===== src/common/loader_pkg.sv =====
/* Load kinds, memory map and CRT layout constants shared by the loader blocks.
   Index codes follow the host's menu numbering; all other indices are ignored. */
package loader_pkg;

	// ============================================================
	// Memory map
	// ============================================================

	// Width of a system memory byte address
	localparam int MEM_ADDR_W = 25;

	// Tape images are stored from here upward
	localparam int unsigned TAP_ADDR = 32'h0020_0000;

	// Cartridge bank data starts here
	localparam int unsigned CRT_BASE = 32'h0010_0000;

	// ============================================================
	// CRT file layout
	// ============================================================

	// File header fields, big-endian id
	localparam int unsigned CRT_HDR_ID_HI = 32'h16;
	localparam int unsigned CRT_HDR_ID_LO = 32'h17;
	localparam int unsigned CRT_HDR_EXROM = 32'h18;
	localparam int unsigned CRT_HDR_GAME  = 32'h19;

	// First CHIP block follows the 64-byte file header
	localparam int unsigned CRT_CHIP_START = 32'h40;

	// Banks land on 8 KB boundaries
	localparam int CRT_BANK_ALIGN_BITS = 13;

	// CHIP header length, included in the block length field
	localparam int unsigned CHIP_HDR_BYTES = 16;

	// ============================================================
	// BASIC pointer injection
	// ============================================================

	// Zero-page walk stops here
	localparam int unsigned INJ_END_ADDR = 32'h100;

	typedef enum logic [7:0] {
		LOAD_PRG = 8'd4,
		LOAD_CRT = 8'd5,
		LOAD_TAP = 8'd6
	} load_kind_e;

	typedef enum logic [1:0] {
		IDLE,
		WALK,
		ISSUE
	} inj_state_e;

endpackage

===== src/c64_loader_top.sv =====
/* Download loader: ioctl stream in, byte writes into system memory out.
   The host must hold off ioctl_wr_i while ioctl_wait_o is high. */
module c64_loader_top (
	input  logic                              clk_sys,
	input  logic                              RESET,
	input  logic                              ioctl_download_i,
	input  logic [7:0]                        ioctl_index_i,
	input  logic                              ioctl_wr_i,
	input  logic [loader_pkg::MEM_ADDR_W-1:0] ioctl_addr_i,
	input  logic [7:0]                        ioctl_data_i,
	input  logic                              io_cycle_i,
	input  logic                              cart_detach_i,
	output logic                              ioctl_wait_o,
	output logic [loader_pkg::MEM_ADDR_W-1:0] mem_addr_o,
	output logic [7:0]                        mem_data_o,
	output logic                              mem_ce_o,
	output logic                              mem_we_o,
	output logic [15:0]                       cart_id_o,
	output logic [7:0]                        cart_exrom_o,
	output logic [7:0]                        cart_game_o,
	output logic                              cart_attached_o,
	output logic [7:0]                        cart_bank_type_o,
	output logic [15:0]                       cart_bank_num_o,
	output logic [15:0]                       cart_bank_laddr_o,
	output logic [15:0]                       cart_bank_size_o,
	output logic [loader_pkg::MEM_ADDR_W-1:0] cart_bank_addr_o,
	output logic                              cart_bank_wr_o,
	output logic                              inject_done_o
);

	import loader_pkg::*;

	logic                  dec_req;
	logic [MEM_ADDR_W-1:0] dec_addr;
	logic [7:0]            dec_data;
	logic [15:0]           prg_end;
	logic                  prg_done;
	logic                  inj_req;
	logic [MEM_ADDR_W-1:0] inj_addr;
	logic [7:0]            inj_data;
	logic                  inj_busy;
	logic                  slot_busy;

	// ============================================================
	// Decode stage
	// ============================================================
	image_decoder #(.ADDR_W(MEM_ADDR_W)) i_image_decoder (
		.clk_sys (clk_sys), .RESET (RESET),
		.ioctl_download_i (ioctl_download_i), .ioctl_index_i (ioctl_index_i),
		.ioctl_wr_i (ioctl_wr_i), .ioctl_addr_i (ioctl_addr_i),
		.ioctl_data_i (ioctl_data_i), .cart_detach_i (cart_detach_i),
		.dec_req_o (dec_req), .dec_addr_o (dec_addr), .dec_data_o (dec_data),
		.prg_end_o (prg_end), .prg_done_o (prg_done),
		.cart_id_o (cart_id_o), .cart_exrom_o (cart_exrom_o),
		.cart_game_o (cart_game_o), .cart_attached_o (cart_attached_o),
		.cart_bank_type_o (cart_bank_type_o), .cart_bank_num_o (cart_bank_num_o),
		.cart_bank_laddr_o (cart_bank_laddr_o), .cart_bank_size_o (cart_bank_size_o),
		.cart_bank_addr_o (cart_bank_addr_o), .cart_bank_wr_o (cart_bank_wr_o)
	);

	// Zero-page pointer fixup after a PRG
	basic_ptr_injector #(.ADDR_W(MEM_ADDR_W)) i_basic_ptr_injector (
		.clk_sys (clk_sys), .RESET (RESET),
		.start_i (prg_done), .prg_end_i (prg_end), .slot_busy_i (slot_busy),
		.inj_req_o (inj_req), .inj_addr_o (inj_addr), .inj_data_o (inj_data),
		.inj_busy_o (inj_busy), .inject_done_o (inject_done_o)
	);

	// ============================================================
	// Memory side
	// ============================================================
	io_slot_writer #(.ADDR_W(MEM_ADDR_W)) i_io_slot_writer (
		.clk_sys (clk_sys), .RESET (RESET),
		.dec_req_i (dec_req), .dec_addr_i (dec_addr), .dec_data_i (dec_data),
		.inj_req_i (inj_req), .inj_addr_i (inj_addr), .inj_data_i (inj_data),
		.inj_busy_i (inj_busy), .io_cycle_i (io_cycle_i),
		.slot_busy_o (slot_busy), .ioctl_wait_o (ioctl_wait_o),
		.mem_addr_o (mem_addr_o), .mem_data_o (mem_data_o),
		.mem_ce_o (mem_ce_o), .mem_we_o (mem_we_o)
	);

endmodule


===== src/io_slot_writer.sv =====
/* Single-entry write buffer that drains into the CPU's free I/O cycle.
   Requests must not arrive while a write is still pending. */
module io_slot_writer #(
	parameter int ADDR_W = loader_pkg::MEM_ADDR_W
) (
	input  logic              clk_sys,
	input  logic              RESET,
	input  logic              dec_req_i,
	input  logic [ADDR_W-1:0] dec_addr_i,
	input  logic [7:0]        dec_data_i,
	input  logic              inj_req_i,
	input  logic [ADDR_W-1:0] inj_addr_i,
	input  logic [7:0]        inj_data_i,
	input  logic              inj_busy_i,
	input  logic              io_cycle_i,
	output logic              slot_busy_o,
	output logic              ioctl_wait_o,
	output logic [ADDR_W-1:0] mem_addr_o,
	output logic [7:0]        mem_data_o,
	output logic              mem_ce_o,
	output logic              mem_we_o
);

	logic              pend_q;
	logic [ADDR_W-1:0] pend_addr;
	logic [7:0]        pend_data;
	logic              io_cycle_q;
	logic              mem_act_q;
	logic              io_fall;
	logic              io_settled;
	logic              issue;

	assign io_fall    = io_cycle_q & ~io_cycle_i;
	// I/O phase seen high on two samples in a row
	assign io_settled = io_cycle_q & io_cycle_i;
	assign issue      = pend_q & ~mem_act_q & io_fall;

	assign slot_busy_o  = pend_q;
	// Also high in the request cycle so the host cannot slip in a second byte
	assign ioctl_wait_o = pend_q | dec_req_i | inj_busy_i;
	assign mem_ce_o     = mem_act_q;
	assign mem_we_o     = mem_act_q;

	always_ff @(posedge clk_sys) begin
		if (RESET) begin
			pend_q     <= 1'b0;
			io_cycle_q <= 1'b0;
			mem_act_q  <= 1'b0;
		end else begin
			io_cycle_q <= io_cycle_i;
			if (issue)
				mem_act_q <= 1'b1;
			if (mem_act_q && io_settled) begin
				mem_act_q <= 1'b0;
				pend_q    <= 1'b0;
			end
			if (dec_req_i | inj_req_i)
				pend_q <= 1'b1;
		end
	end

	always_ff @(posedge clk_sys) begin
		if (dec_req_i) begin
			pend_addr <= dec_addr_i;
			pend_data <= dec_data_i;
		end else if (inj_req_i) begin
			pend_addr <= inj_addr_i;
			pend_data <= inj_data_i;
		end
		if (issue) begin
			mem_addr_o <= pend_addr;
			mem_data_o <= pend_data;
		end
	end

endmodule


===== src/loader/basic_ptr_injector.sv =====
/* Rewrites the BASIC zero-page pointers the way a LOAD command leaves them.
   Start only after the last program byte has been requested. */
module basic_ptr_injector #(
	parameter int ADDR_W = loader_pkg::MEM_ADDR_W
) (
	input  logic              clk_sys,
	input  logic              RESET,
	input  logic              start_i,
	input  logic [15:0]       prg_end_i,
	input  logic              slot_busy_i,
	output logic              inj_req_o,
	output logic [ADDR_W-1:0] inj_addr_o,
	output logic [7:0]        inj_data_o,
	output logic              inj_busy_o,
	output logic              inject_done_o
);

	import loader_pkg::*;

	inj_state_e state_q;
	// One bit wider than zero page so the end address fits
	logic [8:0] walk_addr;
	logic       ptr_hit;
	logic [7:0] ptr_byte;

	assign inj_req_o  = (state_q == ISSUE) && !slot_busy_i;
	assign inj_addr_o = ADDR_W'(walk_addr[7:0]);
	assign inj_data_o = ptr_byte;
	assign inj_busy_o = (state_q != IDLE);

	always_comb begin
		ptr_hit  = 1'b1;
		ptr_byte = 8'h00;
		case (walk_addr)
			// Start of BASIC text stays at its reset value
			9'h02B: ptr_byte = 8'h01;
			9'h02C: ptr_byte = 8'h08;
			9'h0AC, 9'h0AD: ptr_byte = 8'h00;
			// VAR, ARY, STR and load end all point past the program
			9'h02D, 9'h02F, 9'h031, 9'h0AE: ptr_byte = prg_end_i[7:0];
			9'h02E, 9'h030, 9'h032, 9'h0AF: ptr_byte = prg_end_i[15:8];
			default: ptr_hit = 1'b0;
		endcase
	end

	always_ff @(posedge clk_sys) begin
		if (RESET) begin
			state_q       <= IDLE;
			walk_addr     <= 9'd0;
			inject_done_o <= 1'b0;
		end else begin
			inject_done_o <= 1'b0;
			case (state_q)
				IDLE: begin
					if (start_i) begin
						state_q   <= WALK;
						walk_addr <= 9'd0;
					end
				end
				WALK: begin
					if (walk_addr == 9'(INJ_END_ADDR)) begin
						state_q       <= IDLE;
						inject_done_o <= 1'b1;
					end else if (ptr_hit) begin
						state_q <= ISSUE;
					end else begin
						walk_addr <= walk_addr + 9'd1;
					end
				end
				ISSUE: begin
					// Hold until the slot writer can take the byte
					if (!slot_busy_i) begin
						state_q   <= WALK;
						walk_addr <= walk_addr + 9'd1;
					end
				end
				default: state_q <= IDLE;
			endcase
		end
	end

endmodule


===== src/loader/image_decoder.sv =====
/* Turns the ioctl byte stream into memory write requests per load kind.
   PRG load address is 16 bits; CRT banks need a valid CHIP header before data. */
module image_decoder #(
	parameter int ADDR_W = loader_pkg::MEM_ADDR_W
) (
	input  logic              clk_sys,
	input  logic              RESET,
	input  logic              ioctl_download_i,
	input  logic [7:0]        ioctl_index_i,
	input  logic              ioctl_wr_i,
	input  logic [ADDR_W-1:0] ioctl_addr_i,
	input  logic [7:0]        ioctl_data_i,
	input  logic              cart_detach_i,
	output logic              dec_req_o,
	output logic [ADDR_W-1:0] dec_addr_o,
	output logic [7:0]        dec_data_o,
	output logic [15:0]       prg_end_o,
	output logic              prg_done_o,
	output logic [15:0]       cart_id_o,
	output logic [7:0]        cart_exrom_o,
	output logic [7:0]        cart_game_o,
	output logic              cart_attached_o,
	output logic [7:0]        cart_bank_type_o,
	output logic [15:0]       cart_bank_num_o,
	output logic [15:0]       cart_bank_laddr_o,
	output logic [15:0]       cart_bank_size_o,
	output logic [ADDR_W-1:0] cart_bank_addr_o,
	output logic              cart_bank_wr_o
);

	import loader_pkg::*;

	load_kind_e        kind;
	logic              download_q;
	logic              detach_q;
	logic              byte_wr;
	logic              store_byte;
	logic              chip_byte;
	logic              chip_restart;
	logic              chip_align;
	logic              chip_data;
	logic [ADDR_W-1:0] load_addr;
	logic [ADDR_W-1:0] wr_addr;

	assign kind    = load_kind_e'(ioctl_index_i);
	assign byte_wr = ioctl_wr_i & ioctl_download_i;

	// CHIP blocks follow the file header
	assign chip_byte    = byte_wr && (kind == LOAD_CRT) && (ioctl_addr_i >= CRT_CHIP_START);
	assign chip_restart = byte_wr && (kind == LOAD_CRT) && (ioctl_addr_i == '0);

	// First tape byte goes straight to the tape base
	assign wr_addr = (kind == LOAD_TAP && ioctl_addr_i == '0) ? ADDR_W'(TAP_ADDR) : load_addr;

	assign prg_done_o       = download_q & ~ioctl_download_i & (kind == LOAD_PRG);
	assign cart_bank_addr_o = load_addr;

	always_comb begin
		store_byte = 1'b0;
		if (byte_wr) begin
			case (kind)
				LOAD_PRG: store_byte = (ioctl_addr_i > ADDR_W'(1));
				LOAD_CRT: store_byte = chip_data;
				LOAD_TAP: store_byte = 1'b1;
				default:  store_byte = 1'b0;
			endcase
		end
	end

	crt_chip_parser i_crt_chip_parser (
		.clk_sys        (clk_sys),
		.RESET          (RESET),
		.chip_byte_i    (chip_byte),
		.chip_data_i    (ioctl_data_i),
		.chip_restart_i (chip_restart),
		.align_o        (chip_align),
		.data_byte_o    (chip_data),
		.bank_type_o    (cart_bank_type_o),
		.bank_num_o     (cart_bank_num_o),
		.bank_laddr_o   (cart_bank_laddr_o),
		.bank_size_o    (cart_bank_size_o),
		.bank_wr_o      (cart_bank_wr_o)
	);

	always_ff @(posedge clk_sys) begin
		if (RESET) begin
			download_q      <= 1'b0;
			detach_q        <= 1'b0;
			dec_req_o       <= 1'b0;
			cart_attached_o <= 1'b0;
		end else begin
			download_q <= ioctl_download_i;
			detach_q   <= cart_detach_i;
			dec_req_o  <= store_byte;
			// Attach once the whole image is in memory
			if (kind == LOAD_CRT && download_q != ioctl_download_i)
				cart_attached_o <= download_q;
			if (cart_detach_i & ~detach_q)
				cart_attached_o <= 1'b0;
		end
	end

	always_ff @(posedge clk_sys) begin
		if (byte_wr) begin
			dec_addr_o <= wr_addr;
			dec_data_o <= ioctl_data_i;
			if (store_byte)
				load_addr <= wr_addr + 1'b1;
			case (kind)
				LOAD_PRG: begin
					if (ioctl_addr_i == '0) begin
						load_addr <= ADDR_W'(ioctl_data_i);
						prg_end_o <= {8'h00, ioctl_data_i};
					end else if (ioctl_addr_i == ADDR_W'(1)) begin
						load_addr[15:8] <= ioctl_data_i;
						prg_end_o[15:8] <= ioctl_data_i;
					end else begin
						prg_end_o <= prg_end_o + 16'd1;
					end
				end
				LOAD_CRT: begin
					if (ioctl_addr_i == '0)
						load_addr <= ADDR_W'(CRT_BASE);
					if (ioctl_addr_i == CRT_HDR_ID_HI)
						cart_id_o[15:8] <= ioctl_data_i;
					if (ioctl_addr_i == CRT_HDR_ID_LO)
						cart_id_o[7:0] <= ioctl_data_i;
					if (ioctl_addr_i == CRT_HDR_EXROM)
						cart_exrom_o <= ioctl_data_i;
					if (ioctl_addr_i == CRT_HDR_GAME)
						cart_game_o <= ioctl_data_i;
					// Round up to the next bank boundary
					if (chip_align && load_addr[CRT_BANK_ALIGN_BITS-1:0] != '0)
						load_addr <= {load_addr[ADDR_W-1:CRT_BANK_ALIGN_BITS] + 1'b1,
							{CRT_BANK_ALIGN_BITS{1'b0}}};
				end
				default: ;
			endcase
		end
	end

endmodule


===== src/loader/crt_chip_parser.sv =====
/* Walks CRT CHIP blocks: 16-byte header, then length minus 16 data bytes.
   A block length below the header size is not handled. */
module crt_chip_parser (
	input  logic        clk_sys,
	input  logic        RESET,
	input  logic        chip_byte_i,
	input  logic [7:0]  chip_data_i,
	input  logic        chip_restart_i,
	output logic        align_o,
	output logic        data_byte_o,
	output logic [7:0]  bank_type_o,
	output logic [15:0] bank_num_o,
	output logic [15:0] bank_laddr_o,
	output logic [15:0] bank_size_o,
	output logic        bank_wr_o
);

	import loader_pkg::*;

	// Index of the next header byte, zero outside a header
	logic [3:0]  hdr_cnt;
	// Data bytes still to come in the current block
	logic [31:0] blk_len;
	logic        hdr_last_q;
	logic        in_header;

	assign in_header = (hdr_cnt != 4'd0);

	// A byte with no header and no data left opens a new CHIP header
	assign align_o     = chip_byte_i && !in_header && (blk_len == 32'd0);
	assign data_byte_o = chip_byte_i && !in_header && (blk_len != 32'd0);

	always_ff @(posedge clk_sys) begin
		if (RESET) begin
			hdr_cnt    <= 4'd0;
			blk_len    <= 32'd0;
			hdr_last_q <= 1'b0;
			bank_wr_o  <= 1'b0;
		end else begin
			// Bank fields settle one cycle before the strobe
			hdr_last_q <= chip_byte_i && (hdr_cnt == 4'd15);
			bank_wr_o  <= hdr_last_q;
			if (chip_restart_i) begin
				hdr_cnt <= 4'd0;
				blk_len <= 32'd0;
			end else if (chip_byte_i) begin
				if (align_o) begin
					hdr_cnt <= 4'd1;
				end else if (in_header) begin
					// Wraps to zero after byte 15
					hdr_cnt <= hdr_cnt + 4'd1;
					case (hdr_cnt)
						4'd4, 4'd5, 4'd6, 4'd7: blk_len <= {blk_len[23:0], chip_data_i};
						4'd8:    blk_len <= blk_len - 32'(CHIP_HDR_BYTES);
						default: ;
					endcase
				end else begin
					blk_len <= blk_len - 32'd1;
				end
			end
		end
	end

	// Header fields are big-endian
	always_ff @(posedge clk_sys) begin
		if (chip_byte_i && in_header) begin
			case (hdr_cnt)
				4'd9:  bank_type_o        <= chip_data_i;
				4'd10: bank_num_o[15:8]   <= chip_data_i;
				4'd11: bank_num_o[7:0]    <= chip_data_i;
				4'd12: bank_laddr_o[15:8] <= chip_data_i;
				4'd13: bank_laddr_o[7:0]  <= chip_data_i;
				4'd14: bank_size_o[15:8]  <= chip_data_i;
				4'd15: bank_size_o[7:0]   <= chip_data_i;
				default: ;
			endcase
		end
	end

endmodule


===== config.mk =====
export PLATFORM = sky130hd
export DESIGN_NAME = c64_loader_top
export DESIGN_NICKNAME = d
export VERILOG_FILES = /design/src/common/loader_pkg.sv /design/src/c64_loader_top.sv /design/src/io_slot_writer.sv /design/src/loader/basic_ptr_injector.sv /design/src/loader/image_decoder.sv /design/src/loader/crt_chip_parser.sv
export SDC_FILE = /design/constraint.sdc
export NUM_CORES = 1
export LEC_CHECK = 0
export BUFFER_PORTS_ARGS = -buffer_cell sky130_fd_sc_hd__buf_2
export CAP_MARGIN = 20
export CORE_ASPECT_RATIO = 0.8
export CORE_UTILIZATION = 52
export DETAILED_ROUTE_END_ITERATION = 10
export PLACE_DENSITY_LB_ADDON = 0.05
export SYNTH_ARGS = -nofsm -noshare
export SYNTH_HDL_FRONTEND = slang
export SYNTH_SLANG_ARGS = --single-unit

===== constraint.sdc =====
create_clock -name clk_sys -period 4.52 [get_ports clk_sys]
set_input_delay 0.452 -clock clk_sys [delete_from_list [all_inputs] [get_ports clk_sys]]
set_output_delay 0.452 -clock clk_sys [all_outputs]
set_load 0.005 [all_outputs]

==> impl_metrics.csv <==
group,metric,value,unit
outcome,status,"complete, but fails checks",
outcome,violations,"design-rule violations",
die,core,24630,sq um
die,dieArea,25980,sq um
final_layout,fillers,1990,
synth,yosysMostFrequentCell,"edfxtp_1",
timing,grt_setup_unrepaired,"no",
synth,yosys_warnings,0,
timing,relSlewSlack,34.86,%
routing,initialDrtViolationCount,961,
timing,finalSetupViolCount,0,
final_layout,fin_area,15430,sq um
routing,vias_per_cell,6.051,
global_route,grt_pass1_vias,9126,
final_layout,drive_gt1_share,21.48,%
timing,hold_viol_final,0,
synth,synthArstFlopShare,0,%
worst_setup_path,crit_path_end_kind,"register",
final_layout,final_nets,1426,
die,start_util,53.49,%
synth,netlist_instances,1167,
routing,wl,34.57,mm
job,maxCapViolations,0,
worst_setup_path,cp.required,4.97,ns
placement,gp_congestion,0.9067,
final_layout,finalNonFillerCells,1701,
worst_setup_path,arrival,3.89,ns
placement,dp_cells,1648,
timing,slew_viol_final,0,
clock_network,cts.clk_slew.worst_paths,0.06,ns
power_and_ir_drop,p_leak,5.721,nW
global_route,grt_pass1_wl,52.87,mm
die,dieHeight,144.4,um
synth,yosys.area_share.adder,1.709,%
clock_network,cts_setup_buffers,0,
global_route,use_met1,38.77,%
global_route,busiest_layer,"met2",
synth,synth-xor-area-share,2.061,%
routing,antenna_left,0,
synth,synth.distinct_cells,72,
placement,place_area,14520,sq um
synth,synthTopCellsByArea,"edfxtp_1, dfxtp_1, nand2_1",
clock_network,cts_buffers,28,
clock_network,htree_num_levels,1,
routing,drc,16,
routing,routedWlPerCell,20.32,um
final_layout,antennaDiodeCount,0,
die,rows,51,
routing,vias,10290,
worst_setup_path,worstPathMaxFanout,22,
synth,synth_area,13180,sq um
clock_network,post_cts.resized_instances,0,
synth,yosys-top-cells-count,"edfxtp_1, nand2_1, nor2_1",
timing,finalCriticalPeriod,3.437,ns
power_and_ir_drop,powerDensity,350.3,nW/um^2
worst_setup_path,cp-start-kind,"register",
synth,synth_top_area_cell,"edfxtp_1",
die,die_w,180.0,um
routing,dr.pass1.iters,10,
synth,synthFlopType,"edfxtp_1",
global_route,grt_antenna_before_repair,0,
power_and_ir_drop,irDropWorstVdd,0.3182,mV
timing,finalSetupTns,0,ns
global_route,use_met2,40.39,%
synth,yosysSeqAreaShare,60.62,%
hold_path,hold_class,"in2reg",
clock_network,cts_sinks,285,
die,io-pin-count,199,
synth,synth_mux_area_share,1.045,%
global_route,grt_max_degree,61,
synth,synth_edf_count,228,
worst_setup_path,crit_type,"reg2reg",
global_route,grt_overflow_total,0,
synth,synthSimpleGateAreaFrac,18.77,%
synth,synth-seq-cells,285,
synth,yosysTopAreaCellShare,51.96,%
timing,worst_slew_pin_slew,0.9690,ns
timing,fin_skew,0.008653,ns
synth,synth_area_per_cell,11.29,sq um
synth,synth_top_family_by_area,"simple AND/OR/NAND/NOR gates",
final_layout,syn_to_final_growth,17.07,%
synth,synth_compound_area_share,12.78,%
placement,dp_hpwl,23.46,mm
clock_network,cts_hold_buf,0,
placement,numPortBuffers,198,
clock_network,root_buffer,"clkbuf_16",
global_route,grt_use_total,26.20,%
timing,holdWs,0.1259,ns
timing,post-route-period-util,76.05,%
clock_network,insertion_delay,0.56,ns
synth,syn_nets,1232,
final_layout,final_util,62.63,%
clock_network,clk_path_buf_depth,3,
clock_network,cts_tree,"yes",
timing,clock.fmax,0.2909,GHz
global_route,grt_util_met3,3.702,%
-- kinds of logic (layout without fill, tap and decap cells) --
logic type,after synthesis,in the layout
simple gates,464,464
flops,285,285
xor+xnor,31,31
mux,13,13
buf+inv,96,312
fa+ha+maj,18,18
compound gates,260,260
-- where the power goes --
part | internal, mW | total (mW) | switching (mW)
sequential | 2.85 | 2.88 | 0.0268
clock | 1.28 | 2.27 | 0.993
combinational | 0.0877 | 0.253 | 0.165
-- cells in the final DEF, fill, tap and decap left out, types with 5 or more instances in the layout --
cell and n:
clkbuf_16 28, nor4_1 28, a21oi_1 60, ha_1 18, clkbuf_1 7, a22o_1 11, clkinv_2 6, clkinv_1 5
nor3b_1 5, and2_1 49, nor3_1 38, nand2_1 102, a221oi_1 10, nor2_1 77, nand3b_1 5, xnor2_1 16
xor2_1 15, buf_4 27, mux2i_1 7, nand4_1 19, a211oi_1 7, dfxtp_1 57, or4_1 7, and4_1 11
a31oi_1 8, nor2b_1 8, edfxtp_1 228, a22oi_1 11, a32o_1 5, inv_1 33, buf_2 198, o21ai_0 75
o31ai_1 14, nand3_1 47, mux2_2 6, o22ai_1 8, o211ai_1 9, or3_1 16, nand2b_1 8, and3_1 17
-- worst paths after layout --
| check | start | endpoint | slack [ns] | depth (start not counted) |
|---|---|---|---|---|
| min reg2reg | i_io_slot_writer.pend_addr[24] | i_io_slot_writer.mem_addr_o[24] | 0.42 | 0 |
| max | i_image_decoder.i_crt_chip_parser.blk_len[4] | i_image_decoder.i_crt_chip_parser.blk_len[27] | 1.08 | 8 |
| min | cart_detach_i | i_image_decoder.cart_attached_o | 0.13 | 2 |
| max reg2reg | i_image_decoder.i_crt_chip_parser.blk_len[4] | i_image_decoder.i_crt_chip_parser.blk_len[27] | 1.08 | 8 |
-- final cells by class --
type,instances,area (sq um),area share [%]
Clock buffer,36,740.7,4.802
Clock inverter,16,155.1,1.006
Inverter,35,131.4,0.8517
Multi-Input combinational cell,786,4820,31.24
Sequential cell,285,7988,51.78
Tap cell,318,397.9,2.579
Timing Repair Buffer,225,1194,7.738
-- sequential cells by signal (all words and copies together), names as in the netlist, 4 cells and up --
name	count
i_image_decoder.i_crt_chip_parser.bank_type_o	8
i_image_decoder.cart_bank_addr_o	25
i_io_slot_writer.pend_data	8
i_image_decoder.i_crt_chip_parser.hdr_cnt	4
i_image_decoder.i_crt_chip_parser.bank_laddr_o	16
i_image_decoder.i_crt_chip_parser.blk_len	32
i_image_decoder.cart_id_o	16
i_image_decoder.prg_end_o	16
i_image_decoder.dec_data_o	8
i_io_slot_writer.mem_data_o	8
i_image_decoder.i_crt_chip_parser.bank_num_o	16
i_image_decoder.i_crt_chip_parser.bank_size_o	16
i_image_decoder.cart_game_o	8
i_image_decoder.cart_exrom_o	8
i_image_decoder.dec_addr_o	25
i_io_slot_writer.mem_addr_o	25
i_io_slot_writer.pend_addr	25
i_basic_ptr_injector.walk_addr	9
-- worst max-delay path, stage by stage (launching register included) --
cell and delay (ns):
dfxtp_1 0.38, inv_1 0.11, ha_1 0.21, or4b_1 0.64
nor3_1 0.34, and4_1 0.34, a211o_1 0.75, nor2_1 0.25
a32o_1 0.29
-- through the flow --
| stage | setup slack [ns] | power, mW |
|---|---|---|
| after detailed placement | 0.8656 | 3.188 |
| after global routing | 1.027 | 5.561 |
| after CTS | 1.187 | 5.434 |
| after floorplan | 0.6939 | 3.068 |
| final | 1.083 | 5.404 |
| after global placement | 0.9967 | 3.186 |
-- per-layer routing --
metal / vias up / part of all wire (%)
met1: 4964 / 46
li1: 4820 / -
met5: - / 0
met4: 0 / 2.2
met3: 49 / 7.8
met2: 459 / 44
(Power assumes the default switching activity.)
